### config.mk
export PLATFORM = sky130hd
export DESIGN_NAME = board_top
export DESIGN_NICKNAME = d
export VERILOG_FILES = /design/src/board_pkg.sv /design/src/bus_if.sv /design/src/bus_decoder.sv /design/src/gpio_regs.sv /design/src/event_counter.sv /design/src/board_top.sv
export SDC_FILE = /design/constraint.sdc
export NUM_CORES = 1
export LEC_CHECK = 0
export ABC_AREA = 1
export BUFFER_PORTS_ARGS = -buffer_cell sky130_fd_sc_hd__clkbuf_2
export CORE_MARGIN = 1.5
export CORE_UTILIZATION = 45
export CTS_CLUSTER_DIAMETER = 80
export DETAILED_ROUTE_END_ITERATION = 10
export PLACE_DENSITY = 0.7
export REMOVE_ABC_BUFFERS = 1
export SKIP_LAST_GASP = 1
export SYNTH_ARGS = -nofsm -noshare
export SYNTH_HDL_FRONTEND = slang
export SYNTH_SLANG_ARGS = --single-unit
### constraint.sdc
create_clock -name bus_clk -period 1.75 [get_ports bus_clk]
set_input_delay 0.2625 -clock bus_clk [delete_from_list [all_inputs] [get_ports bus_clk]]
set_output_delay 0.2625 -clock bus_clk [all_outputs]
set_load 0.03 [all_outputs]
### src/board_pkg.sv
package board_pkg;

    // Host address map. Peripheral windows are offsets from BUS_BASE
    parameter logic [15:0] BUS_BASE     = 16'h4000;
    parameter logic [15:0] GPIO_BASE    = 16'h0000;
    parameter logic [15:0] COUNTER_BASE = 16'h0010;
    parameter logic [15:0] WINDOW_SIZE  = 16'h0010;

    // Register offsets inside the GPIO window
    typedef enum logic [3:0] {
        GPIO_INPUT  = 4'd0,
        GPIO_OUTPUT = 4'd1,
        GPIO_DIR    = 4'd2
    } gpio_reg_e;

    // Register offsets inside the counter window
    typedef enum logic [3:0] {
        CNT_LO    = 4'd0,  // Low byte, reading it latches the high byte
        CNT_HI    = 4'd1,  // High byte as latched by the last CNT_LO read
        CNT_CTRL  = 4'd2,  // Bit 0 enables counting
        CNT_CLEAR = 4'd3   // Any write zeroes the count
    } counter_reg_e;

    parameter int DEFAULT_IO_WIDTH    = 8;
    parameter int DEFAULT_COUNT_WIDTH = 16;

endpackage

### src/bus_if.sv
`timescale 1ns/1ps

// Peripheral side of the host bus, one instance per register window
interface bus_if;

    logic [3:0] add;      // Offset within the window
    logic [7:0] data_wr;
    logic [7:0] data_rd;  // Combinational read data from the peripheral
    logic       rd;       // Single-cycle read strobe
    logic       wr;       // Single-cycle write strobe

    modport master (
        output add,
        output data_wr,
        output rd,
        output wr,
        input  data_rd
    );

    modport slave (
        input  add,
        input  data_wr,
        input  rd,
        input  wr,
        output data_rd
    );

endinterface

### src/bus_decoder.sv
`timescale 1ns/1ps

module bus_decoder (
    input  logic        bus_clk,
    input  logic        rst_n,
    input  logic [15:0] add,
    input  logic [7:0]  data_in,
    input  logic        rd,
    input  logic        wr,
    output logic [7:0]  data_out,
    bus_if.master       gpio_bus,
    bus_if.master       cnt_bus
);

    logic [15:0] add_real;
    logic [15:0] gpio_off;
    logic [15:0] cnt_off;
    logic        gpio_sel;
    logic        cnt_sel;
    logic [7:0]  rd_data;

    // Addresses below BUS_BASE wrap to large values and miss both windows
    assign add_real = add - board_pkg::BUS_BASE;
    assign gpio_off = add_real - board_pkg::GPIO_BASE;
    assign cnt_off  = add_real - board_pkg::COUNTER_BASE;

    assign gpio_sel = gpio_off < board_pkg::WINDOW_SIZE;
    assign cnt_sel  = cnt_off < board_pkg::WINDOW_SIZE;

    // Only the addressed window sees a strobe, the other gets an idle bus
    assign gpio_bus.rd      = rd & gpio_sel;
    assign gpio_bus.wr      = wr & gpio_sel;
    assign gpio_bus.add     = gpio_sel ? gpio_off[3:0] : 4'h0;
    assign gpio_bus.data_wr = gpio_sel ? data_in : 8'h00;

    assign cnt_bus.rd      = rd & cnt_sel;
    assign cnt_bus.wr      = wr & cnt_sel;
    assign cnt_bus.add     = cnt_sel ? cnt_off[3:0] : 4'h0;
    assign cnt_bus.data_wr = cnt_sel ? data_in : 8'h00;

    always_comb begin
        rd_data = 8'h00;  // Unmapped addresses read as zero
        if (gpio_sel) begin
            rd_data = gpio_bus.data_rd;
        end else if (cnt_sel) begin
            rd_data = cnt_bus.data_rd;
        end
    end

    // Read data is captured on the strobe and held until the next read
    always_ff @(posedge bus_clk or negedge rst_n) begin
        if (!rst_n) begin
            data_out <= 8'h00;
        end else if (rd) begin
            data_out <= rd_data;
        end
    end

endmodule

### src/gpio_regs.sv
`timescale 1ns/1ps

// Up to 8 GPIO pins behind one register window
module gpio_regs #(
    parameter int IO_WIDTH = 8
) (
    input  logic                bus_clk,
    input  logic                rst_n,
    input  logic [IO_WIDTH-1:0] io_in,
    output logic [IO_WIDTH-1:0] io_out,
    output logic [IO_WIDTH-1:0] io_oe,
    bus_if.slave                bus
);

    logic [IO_WIDTH-1:0] in_meta;
    logic [IO_WIDTH-1:0] in_sync;
    logic [IO_WIDTH-1:0] out_reg;
    logic [IO_WIDTH-1:0] dir_reg;
    logic                wr_out;
    logic                wr_dir;

    // Pins such as the board button change with no relation to bus_clk
    always_ff @(posedge bus_clk or negedge rst_n) begin
        if (!rst_n) begin
            in_meta <= '0;
            in_sync <= '0;
        end else begin
            in_meta <= io_in;
            in_sync <= in_meta;
        end
    end

    assign wr_out = bus.wr && (bus.add == board_pkg::GPIO_OUTPUT);
    assign wr_dir = bus.wr && (bus.add == board_pkg::GPIO_DIR);

    always_ff @(posedge bus_clk or negedge rst_n) begin
        if (!rst_n) begin
            out_reg <= '0;
            dir_reg <= '0;  // All pins start as inputs
        end else begin
            if (wr_out) begin
                out_reg <= bus.data_wr[IO_WIDTH-1:0];
            end
            if (wr_dir) begin
                dir_reg <= bus.data_wr[IO_WIDTH-1:0];
            end
        end
    end

    // Pin-side halves of a tristate pin, the pad itself sits outside
    assign io_out = out_reg;
    assign io_oe  = dir_reg;

    always_comb begin
        case (board_pkg::gpio_reg_e'(bus.add))
            board_pkg::GPIO_INPUT:  bus.data_rd = 8'(in_sync);
            board_pkg::GPIO_OUTPUT: bus.data_rd = 8'(out_reg);
            board_pkg::GPIO_DIR:    bus.data_rd = 8'(dir_reg);
            default:                bus.data_rd = 8'h00;
        endcase
    end

endmodule

### src/event_counter.sv
`timescale 1ns/1ps

// Counts rising edges of event_in, COUNT_WIDTH between 9 and 16
module event_counter #(
    parameter int COUNT_WIDTH = 16
) (
    input  logic bus_clk,
    input  logic rst_n,
    input  logic event_in,
    bus_if.slave bus
);

    logic [2:0]             evt_pipe;   // Two synchronizer flops, then the edge-detect flop
    logic                   evt_rise;
    logic                   enable;
    logic [COUNT_WIDTH-1:0] count;
    logic [COUNT_WIDTH-9:0] hi_shadow;
    logic                   clear;
    logic                   rd_lo;

    always_ff @(posedge bus_clk or negedge rst_n) begin
        if (!rst_n) begin
            evt_pipe <= 3'b000;
        end else begin
            evt_pipe <= {evt_pipe[1:0], event_in};
        end
    end

    assign evt_rise = evt_pipe[1] & ~evt_pipe[2];

    assign clear = bus.wr && (bus.add == board_pkg::CNT_CLEAR);
    assign rd_lo = bus.rd && (bus.add == board_pkg::CNT_LO);

    always_ff @(posedge bus_clk or negedge rst_n) begin
        if (!rst_n) begin
            enable <= 1'b0;
        end else if (bus.wr && (bus.add == board_pkg::CNT_CTRL)) begin
            enable <= bus.data_wr[0];
        end
    end

    always_ff @(posedge bus_clk or negedge rst_n) begin
        if (!rst_n) begin
            count <= '0;
        end else if (clear) begin
            count <= '0;  // Clear takes priority over a coinciding edge
        end else if (enable && evt_rise) begin
            count <= count + 1'b1;
        end
    end

    // The high byte is frozen on the low-byte read so a 16-bit value reads coherently
    always_ff @(posedge bus_clk or negedge rst_n) begin
        if (!rst_n) begin
            hi_shadow <= '0;
        end else if (rd_lo) begin
            hi_shadow <= count[COUNT_WIDTH-1:8];
        end
    end

    always_comb begin
        case (board_pkg::counter_reg_e'(bus.add))
            board_pkg::CNT_LO:   bus.data_rd = count[7:0];
            board_pkg::CNT_HI:   bus.data_rd = 8'(hi_shadow);
            board_pkg::CNT_CTRL: bus.data_rd = {7'b0, enable};
            default:             bus.data_rd = 8'h00;
        endcase
    end

endmodule

### src/board_top.sv
`timescale 1ns/1ps

module board_top #(
    parameter int IO_WIDTH    = board_pkg::DEFAULT_IO_WIDTH,
    parameter int COUNT_WIDTH = board_pkg::DEFAULT_COUNT_WIDTH
) (
    input  logic                bus_clk,
    input  logic                rst_n,

    // Host bus
    input  logic [15:0]         add,
    input  logic [7:0]          data_in,
    output logic [7:0]          data_out,
    input  logic                rd,
    input  logic                wr,

    // GPIO pins, split in/out/enable in place of an inout
    input  logic [IO_WIDTH-1:0] io_in,
    output logic [IO_WIDTH-1:0] io_out,
    output logic [IO_WIDTH-1:0] io_oe,

    input  logic                event_in
);

    bus_if gpio_bus ();
    bus_if cnt_bus ();

    bus_decoder i_decoder (
        .bus_clk  (bus_clk),
        .rst_n    (rst_n),
        .add      (add),
        .data_in  (data_in),
        .rd       (rd),
        .wr       (wr),
        .data_out (data_out),
        .gpio_bus (gpio_bus.master),
        .cnt_bus  (cnt_bus.master)
    );

    gpio_regs #(
        .IO_WIDTH (IO_WIDTH)
    ) i_gpio (
        .bus_clk (bus_clk),
        .rst_n   (rst_n),
        .io_in   (io_in),
        .io_out  (io_out),
        .io_oe   (io_oe),
        .bus     (gpio_bus.slave)
    );

    event_counter #(
        .COUNT_WIDTH (COUNT_WIDTH)
    ) i_counter (
        .bus_clk  (bus_clk),
        .rst_n    (rst_n),
        .event_in (event_in),
        .bus      (cnt_bus.slave)
    );

endmodule

==> impl_metrics.csv, run 1 <==
group,metric,value,unit
placement,post-place-cells,523,
worst_setup_path,reg2reg_from,"i_counter.count[1]",
timing,final.setup.tns,0,ps
grt,overflow,0,
cts,htree_levels,3,
worst_setup_path,critPathTopFamily,"simple AND/OR/NAND/NOR gates",
grt,global_route.usage.total,0.196,
worst_setup_path,worst_ep_arrival_time,1880,ps
timing,timing.final.max_slew_violations,0,
worst_setup_path,start_kind,"flop",
worst_setup_path,cp-end-kind,"flop",
layout,fillCellCount,623,
outcome,status,"complete, no violations",
cts,clock_tree.root_cell,"sky130_fd_sc_hd__clkbuf_8",
worst_setup_path,timing.critical_path.required,2020,ps
timing,worst_slew_pin_slew,568,ps
routing,drt_iter0_drcs,224,
worst_setup_path,critPathMostFrequentCell,"sky130_fd_sc_hd__nand2_1",
routing,antenna_left,0,
layout,postLayoutCellArea,0.00394,sq mm
worst_setup_path,critical_path.reg2reg.endpoint,"i_counter.count[8]",
cts,tritoncts,"done",
cts,cts-buffers-inserted,9,
die,placementRows,30,
worst_setup_path,critical_path.cell_chain,"ha_2 > nand2_1 > nor2_2 > nand3_1 > nor2_2 > nand2_1 > inv_1 > nand2_1 > a21oi_1",
routing,route.detailed.vias_per_inst,5.00,
placement,gpl.final_weighted_congestion,0.861,
layout,drive_above_1_share,0.266,
power_and_ir_drop,irDropWorstVdd,0.000583,V
worst_hold_path,worstHoldPathCells,1,
grt,grt_first_pass_wirelength,11400,um
synth,synth_cells,361,
placement,detailed_place_hpwl,5380,um
timing,finClkSkew,7.32,ps
timing,layout_worst_path_cycle_share,0.916,
cts,maximum_buffer_depth_of_the_clock_tree,2,
placement,port_buffers,60,
synth,syn-cell-area,0.00318,sq mm
routing,tritonroute_pass_1_iters,4,
synth,synth.ff_latch_count,68,
worst_setup_path,kind_of_critical_path,"reg -> reg",
worst_hold_path,whs_endpoint,"i_gpio.in_meta[1]",
power_and_ir_drop,power.density,758,mW/mm^2
placement,placed_cell_area,0.00369,sq mm
die,die_width,87.1,um
power_and_ir_drop,power_leakage,0.00216,uW
grt,grt_start_max_net_pins,25,
layout,antenna_cells_inserted,0,
worst_setup_path,rr_worst_depth,9,
layout,layout_overhead_on_the_synthesized_area,23.7,%
synth,yosys.cell_types.count,30,
routing,drt-wirelength-per-cell,13.1,um
die,floorplan.io_pins,61,
worst_setup_path,crit_slowest_cell,"sky130_fd_sc_hd__dfrtp_1",
synth,synth_sequential_area_ratio,0.534,
cts,tritoncts_num_sinks,68,
synth,syn_area_per_cell,8.82,sq um
timing,finalWorstPathRequiredPeriod,1600,ps
timing,setup_viol,0,
grt,grt_pass1_vias,2511,
layout,finalNonFillerCells,544,
worst_setup_path,critical_path_cell_count,9,
worst_setup_path,crit_buf_inv,1,
cts,clkLatencyLatePin,340,ps
die,die_h,87.1,um
worst_setup_path,worstPathMaxFanout,4,
routing,drt_drc_violations_left,0,
worst_setup_path,critical-path-max-stage-delay,420,ps
grt,initial_antenna_violation_count,0,
die,coreArea,0.00683,sq mm
routing,wl,7100,um
flow_run,cap_violations,0,
layout,finalNetCount,482,
cts,clkSlewWorstSetupHoldPaths,80,ps
timing,slew_headroom,0.621,
die,start_util,0.466,
synth,synth.yosys.warnings,0,
routing,num_vias,2718,
timing,finalHoldViolCount,0,
die,die_area,0.00759,sq mm
worst_hold_path,worstHoldPathType,"in -> reg",
timing,fmax,0.624,GHz
layout,utilization,0.577,
worst_hold_path,min_from,"io_in[1]",
worst_setup_path,rrSetupSlack,150,ps
## worst max path at each step
| stage | startpoint | end |
|---|---|---|
| 5_1_grt | i_counter.count[1] | i_counter.count[8] |
| 3_3_place_gp | add[14] | i_decoder.data_out[0] |
| 4_1_cts | i_counter.count[1] | i_counter.count[14] |
| 6_report | i_counter.count[1] | i_counter.count[8] |
| 2_1_floorplan | add[15] | i_counter.count[15] |
| 3_5_place_dp | add[14] | i_counter.hi_shadow[2] |
## what timing repair did
| action | 4_1_cts | 5_1_grt |
|---|---|---|
| gates resized for setup | 0 | 6 |
| hold buffers | 1 | 3 |
| setup buffers | 0 | 1 |
| endpoints found under the hold margin | 22 | 3 |
| endpoints found under the setup margin | 0 | 3 |
## report_power, final
group | internal [uW] | switching, uW | total (uW) | leakage, uW
clock network | 530 | 631 | 1160 | 0.0000864
logic | 78.0 | 127 | 205 | 0.00121
registers | 1610 | 15.3 | 1620 | 0.000863
total | 2210 | 773 | 2990 | 0.00216
## stage by stage
stage / power (uW) / hold slack [ps] / worst slack [ps]
floorplan: 1730 / -33.1 / 4.53
global placement: 1850 / 290 / 35.1
detailed placement: 1850 / 295 / -17.8
CTS: 3010 / 2.32 / 62.1
global route: 3110 / 1.14 / -25.3
finish: 2990 / 20.2 / 146
## kinds of logic (layout without fill, tap and decap cells)
| family | after synthesis | count (layout) | share of synthesized area |
|---|---|---|---|
| flops | 68 | 68 | 0.534 |
| mux | 17 | 17 | 0.0578 |
| compound gates | 40 | 40 | 0.0641 |
| simple gates | 182 | 182 | 0.271 |
| buf+inv | 52 | 139 | 0.0652 |
| fa+ha+maj | 2 | 2 | 0.00786 |
## layout by cell type (no fill, tap or decap), types with 2 or more instances in the layout
cell type,n
sky130_fd_sc_hd__nor2_4,3
sky130_fd_sc_hd__nor2_2,7
sky130_fd_sc_hd__mux2i_1,9
sky130_fd_sc_hd__nor3_2,2
sky130_fd_sc_hd__buf_4,12
sky130_fd_sc_hd__buf_12,2
sky130_fd_sc_hd__nand2_2,2
sky130_fd_sc_hd__dlygate4sd3_1,4
sky130_fd_sc_hd__a21oi_1,22
sky130_fd_sc_hd__nand3_1,33
sky130_fd_sc_hd__inv_1,44
sky130_fd_sc_hd__nand3b_1,2
sky130_fd_sc_hd__nand4_1,14
sky130_fd_sc_hd__clkinv_4,3
sky130_fd_sc_hd__nand2_1,81
sky130_fd_sc_hd__clkbuf_8,9
sky130_fd_sc_hd__o21ai_0,16
sky130_fd_sc_hd__dfrtp_1,68
sky130_fd_sc_hd__clkinvlp_4,2
sky130_fd_sc_hd__clkbuf_2,59
sky130_fd_sc_hd__mux2_2,7
sky130_fd_sc_hd__nor3_1,5
sky130_fd_sc_hd__nor2_1,26
sky130_fd_sc_hd__inv_6,2
## cell type report
| type | instances | area [sq um] | area share |
|---|---|---|---|
| clock buffers | 9 | 124 | 0.0314 |
| repair buffers | 78 | 470 | 0.119 |
| inverters | 45 | 169 | 0.0429 |
| clock inverters | 7 | 58.8 | 0.0149 |
| flip-flops and latches | 68 | 1700 | 0.432 |
| multi-input cells | 241 | 1290 | 0.329 |
| well taps | 96 | 120 | 0.0305 |
## cell usage after synthesis (all sizes together)
cell type	number	area share
nand2	84	0.10
dfrtp	68	0.53
inv	45	0.053
nor2	36	0.053
nand3	34	0.055
a21oi	22	0.035
o21ai	16	0.025
nand4	15	0.034
mux2i	9	0.028
mux2	8	0.029
nor3	7	0.011
buf	5	0.0098
clkbuf	2	0.0024
ha	2	0.0079
nand3b	2	0.0047
nor3b	2	0.0063
a21o	1	0.0024
a31oi	1	0.0020
and3	1	0.0020
or2	1	0.0020
## state kept, by name, summed over array words and instances, names as in the netlist
signal,count
i_counter.enable,1
i_gpio.in_meta,8
i_gpio.io_oe,8
i_decoder.data_out,8
i_gpio.io_out,8
i_counter.hi_shadow,8
i_gpio.in_sync,8
i_counter.evt_pipe,3
i_counter.count,16
## metal layers
layer	vias up	track usage	wire, um
li1	1350	-	-
met1	1280	0.265	3220
met2	77	0.309	3340
met3	11	0.0578	438
met4	0	0.0519	102
met5	-	0	0
Note: power is estimated with default switching activity, not from simulation.
==> run 2, diff against run 1 <==
--- a/config.mk
+++ b/config.mk
@@ -5,7 +5,6 @@
 export SDC_FILE = /design/constraint.sdc
 export NUM_CORES = 1
 export LEC_CHECK = 0
-export ABC_AREA = 1
 export BUFFER_PORTS_ARGS = -buffer_cell sky130_fd_sc_hd__clkbuf_2
 export CORE_MARGIN = 1.5
 export CORE_UTILIZATION = 45
@@ -16,4 +15,5 @@
 export SKIP_LAST_GASP = 1
 export SYNTH_ARGS = -nofsm -noshare
 export SYNTH_HDL_FRONTEND = slang
+export SYNTH_HIERARCHICAL = 1
 export SYNTH_SLANG_ARGS = --single-unit
==> run 2 against run 1 <==
The flow now finishes with violations (setup timing). Worst hold slack got worse by 3.4 ps. Fmax fell by 27%. Setup slack got worse by 590 ps. Final area rose by 15%. Synthesized cell count fell by 21%. Sequential power barely moved. Via count fell by 4.6%. Core utilization rose by 7.7 points. Critical endpoint is now i_decoder/data_out[0]. Largest cell class unchanged.
==> impl_metrics.csv, run 2 <==
group,metric,value,unit
power_and_ir_drop,power_leakage,0.00220,uW
routing,wl,8140,um
routing,drt_drc_violations_left,0,
layout,finalNonFillerCells,494,
worst_setup_path,crit_path_start,"add[9]",
layout,largest_register,"i_counter/count",
worst_setup_path,critical-path-max-stage-delay,540,ps
flow_run,cap_violations,0,
worst_setup_path,cp-end-kind,"flop",
timing,finalWorstPathRequiredPeriod,2200,ps
cts,clkLatencyLatePin,350,ps
routing,route.detailed.vias_per_inst,5.25,
die,die_width,88.2,um
layout,finalNetCount,432,
outcome,status,"complete, but fails checks",
synth,synth_cells,286,
power_and_ir_drop,power.density,751,mW/mm^2
worst_setup_path,start_kind,"input pin",
die,floorplan.io_pins,61,
routing,antenna_left,0,
layout,mostFrequentLayoutCells,"sky130_fd_sc_hd__dfrtp_1 (68), sky130_fd_sc_hd__clkbuf_2 (59), sky130_fd_sc_hd__buf_4 (31)",
timing,timing.final.max_slew_violations,0,
worst_setup_path,reg2reg_from,"i_counter/count[6]",
die,placementRows,30,
routing,drt-wirelength-per-cell,16.5,um
placement,port_buffers,60,
timing,fmax,0.455,GHz
cts,tritoncts,"done",
placement,detailed_place_hpwl,5680,um
worst_setup_path,kind_of_critical_path,"in -> reg",
layout,layout_overhead_on_the_synthesized_area,38.1,%
timing,postLayoutSetupSlackWorst,-446,ps
routing,num_vias,2593,
grt,global_route.usage.total,0.227,
timing,rsz_0062_raised_after_global_routing,"true",
worst_setup_path,worstPathMaxFanout,4,
worst_setup_path,timing.critical_path.required,1980,ps
cts,htree_levels,3,
layout,antenna_cells_inserted,0,
cts,clock_tree.root_cell,"sky130_fd_sc_hd__clkbuf_8",
timing,finalHoldViolCount,0,
placement,pre_cts_slack,-882,ps
layout,drive_above_1_share,0.465,
grt,grt_start_max_net_pins,28,
cts,maximum_buffer_depth_of_the_clock_tree,2,
die,coreArea,0.00691,sq mm
routing,drt_iter0_drcs,134,
worst_setup_path,critical_path.cell_chain,"clkbuf_2 > or4_4 > buf_6 > nor4_4 > and2_4 > mux2i_1 > nor2_1 > a31oi_1 > nor3_1 > a22oi_1 > a21oi_1",
timing,layout_worst_path_cycle_share,1.25,
worst_setup_path,crit_slowest_cell,"sky130_fd_sc_hd__or4_4",
worst_hold_path,worstHoldPathType,"in -> reg",
worst_setup_path,worst_ep_arrival_time,2420,ps
placement,post-place-cells,466,
synth,syn-cell-area,0.00327,sq mm
layout,final_common_cell,"sky130_fd_sc_hd__dfrtp_1",
grt,overflow,0,
worst_hold_path,min_from,"io_in[3]",
power_and_ir_drop,irDropWorstVdd,0.000416,V
timing,slew_headroom,0.673,
outcome,violations,"setup timing",
die,start_util,0.473,
timing,worst_slew_pin_slew,490,ps
placement,gpl.final_weighted_congestion,0.795,
timing,setup_viol,49,
layout,flip_flop_count_of_the_largest_register_after_layout,16,
die,die_h,88.2,um
grt,grt_first_pass_wirelength,13100,um
grt,grt_pass1_vias,2641,
synth,syn_area_per_cell,11.4,sq um
die,die_area,0.00779,sq mm
synth,synth.yosys.warnings,6,
cts,tritoncts_num_sinks,68,
routing,tritonroute_pass_1_iters,4,
layout,utilization,0.654,
timing,finClkSkew,5.67,ps
grt,initial_antenna_violation_count,0,
cts,clkSlewWorstSetupHoldPaths,70,ps
cts,cts-buffers-inserted,9,
[run 2: area by class of cell]
cell class	count	area, sq um
Multi-Input combinational cell	203	1680
Clock buffer	10	128
Clock inverter	6	113
Fill cell	543	2390
Inverter	4	15.0
Timing Repair Buffer	107	756
Tap cell	96	120
Sequential cell	68	1700
[run 2: power breakdown]
| part | switching, uW | leakage, uW | internal, uW |
|---|---|---|---|
| registers | 20.4 | 0.000811 | 1610 |
| logic | 115 | 0.00126 | 91.9 |
| clock network | 607 | 0.000120 | 949 |
[run 2: stage by stage]
step	TNS (ps)	instance area (sq um)	total power, uW	hold slack, ps
floorplan	-36210	3210	1720	-33.1
global placement	-34550	3950	1840	252
detailed placement	-36080	3950	1850	254
CTS	-13880	4440	3410	0.209
global route	-21200	4520	3500	1.65
finish	-16320	4520	3390	16.8
[run 2: per-layer routing]
| metal | vias up | track usage | wire [um] |
|---|---|---|---|
| met5 | - | 0 | 0 |
| met3 | 12 | 0.0392 | 286 |
| met4 | 0 | 0.101 | 125 |
| met1 | 1293 | 0.302 | 3780 |
| met2 | 60 | 0.367 | 3940 |
| li1 | 1228 | - | - |
[run 2: final timing paths]
check | endpoint | slack [ps] | depth (start not counted)
min in group asynchronous | i_gpio/in_meta[0] | 410 | 2
setup / recovery | i_decoder/data_out[0] | -450 | 11
setup reg to reg | i_counter/count[15] | 130 | 4
max in group asynchronous | i_gpio/io_oe[5] | 840 | 3
hold reg to reg | i_counter/evt_pipe[1] | 350 | 0
hold / removal | i_gpio/in_meta[3] | 20 | 1
[run 2: critical path: cells and delay by family]
kind,cells,cell delay [ps]
compound gates,3,500
buf+inv,2,220
mux,1,190
simple gates,5,1270
[run 2: timing repair]
| action | 4_1_cts | 5_1_grt |
|---|---|---|
| setup endpoints to repair | 49 | 49 |
| endpoints found under the hold margin | 18 | 2 |
| resized for setup | 47 | 8 |
| buffers inserted | 4 | 3 |
| hold buffers | 2 | 2 |
| pin swaps | 20 | 8 |
| cloned | 1 | 0 |
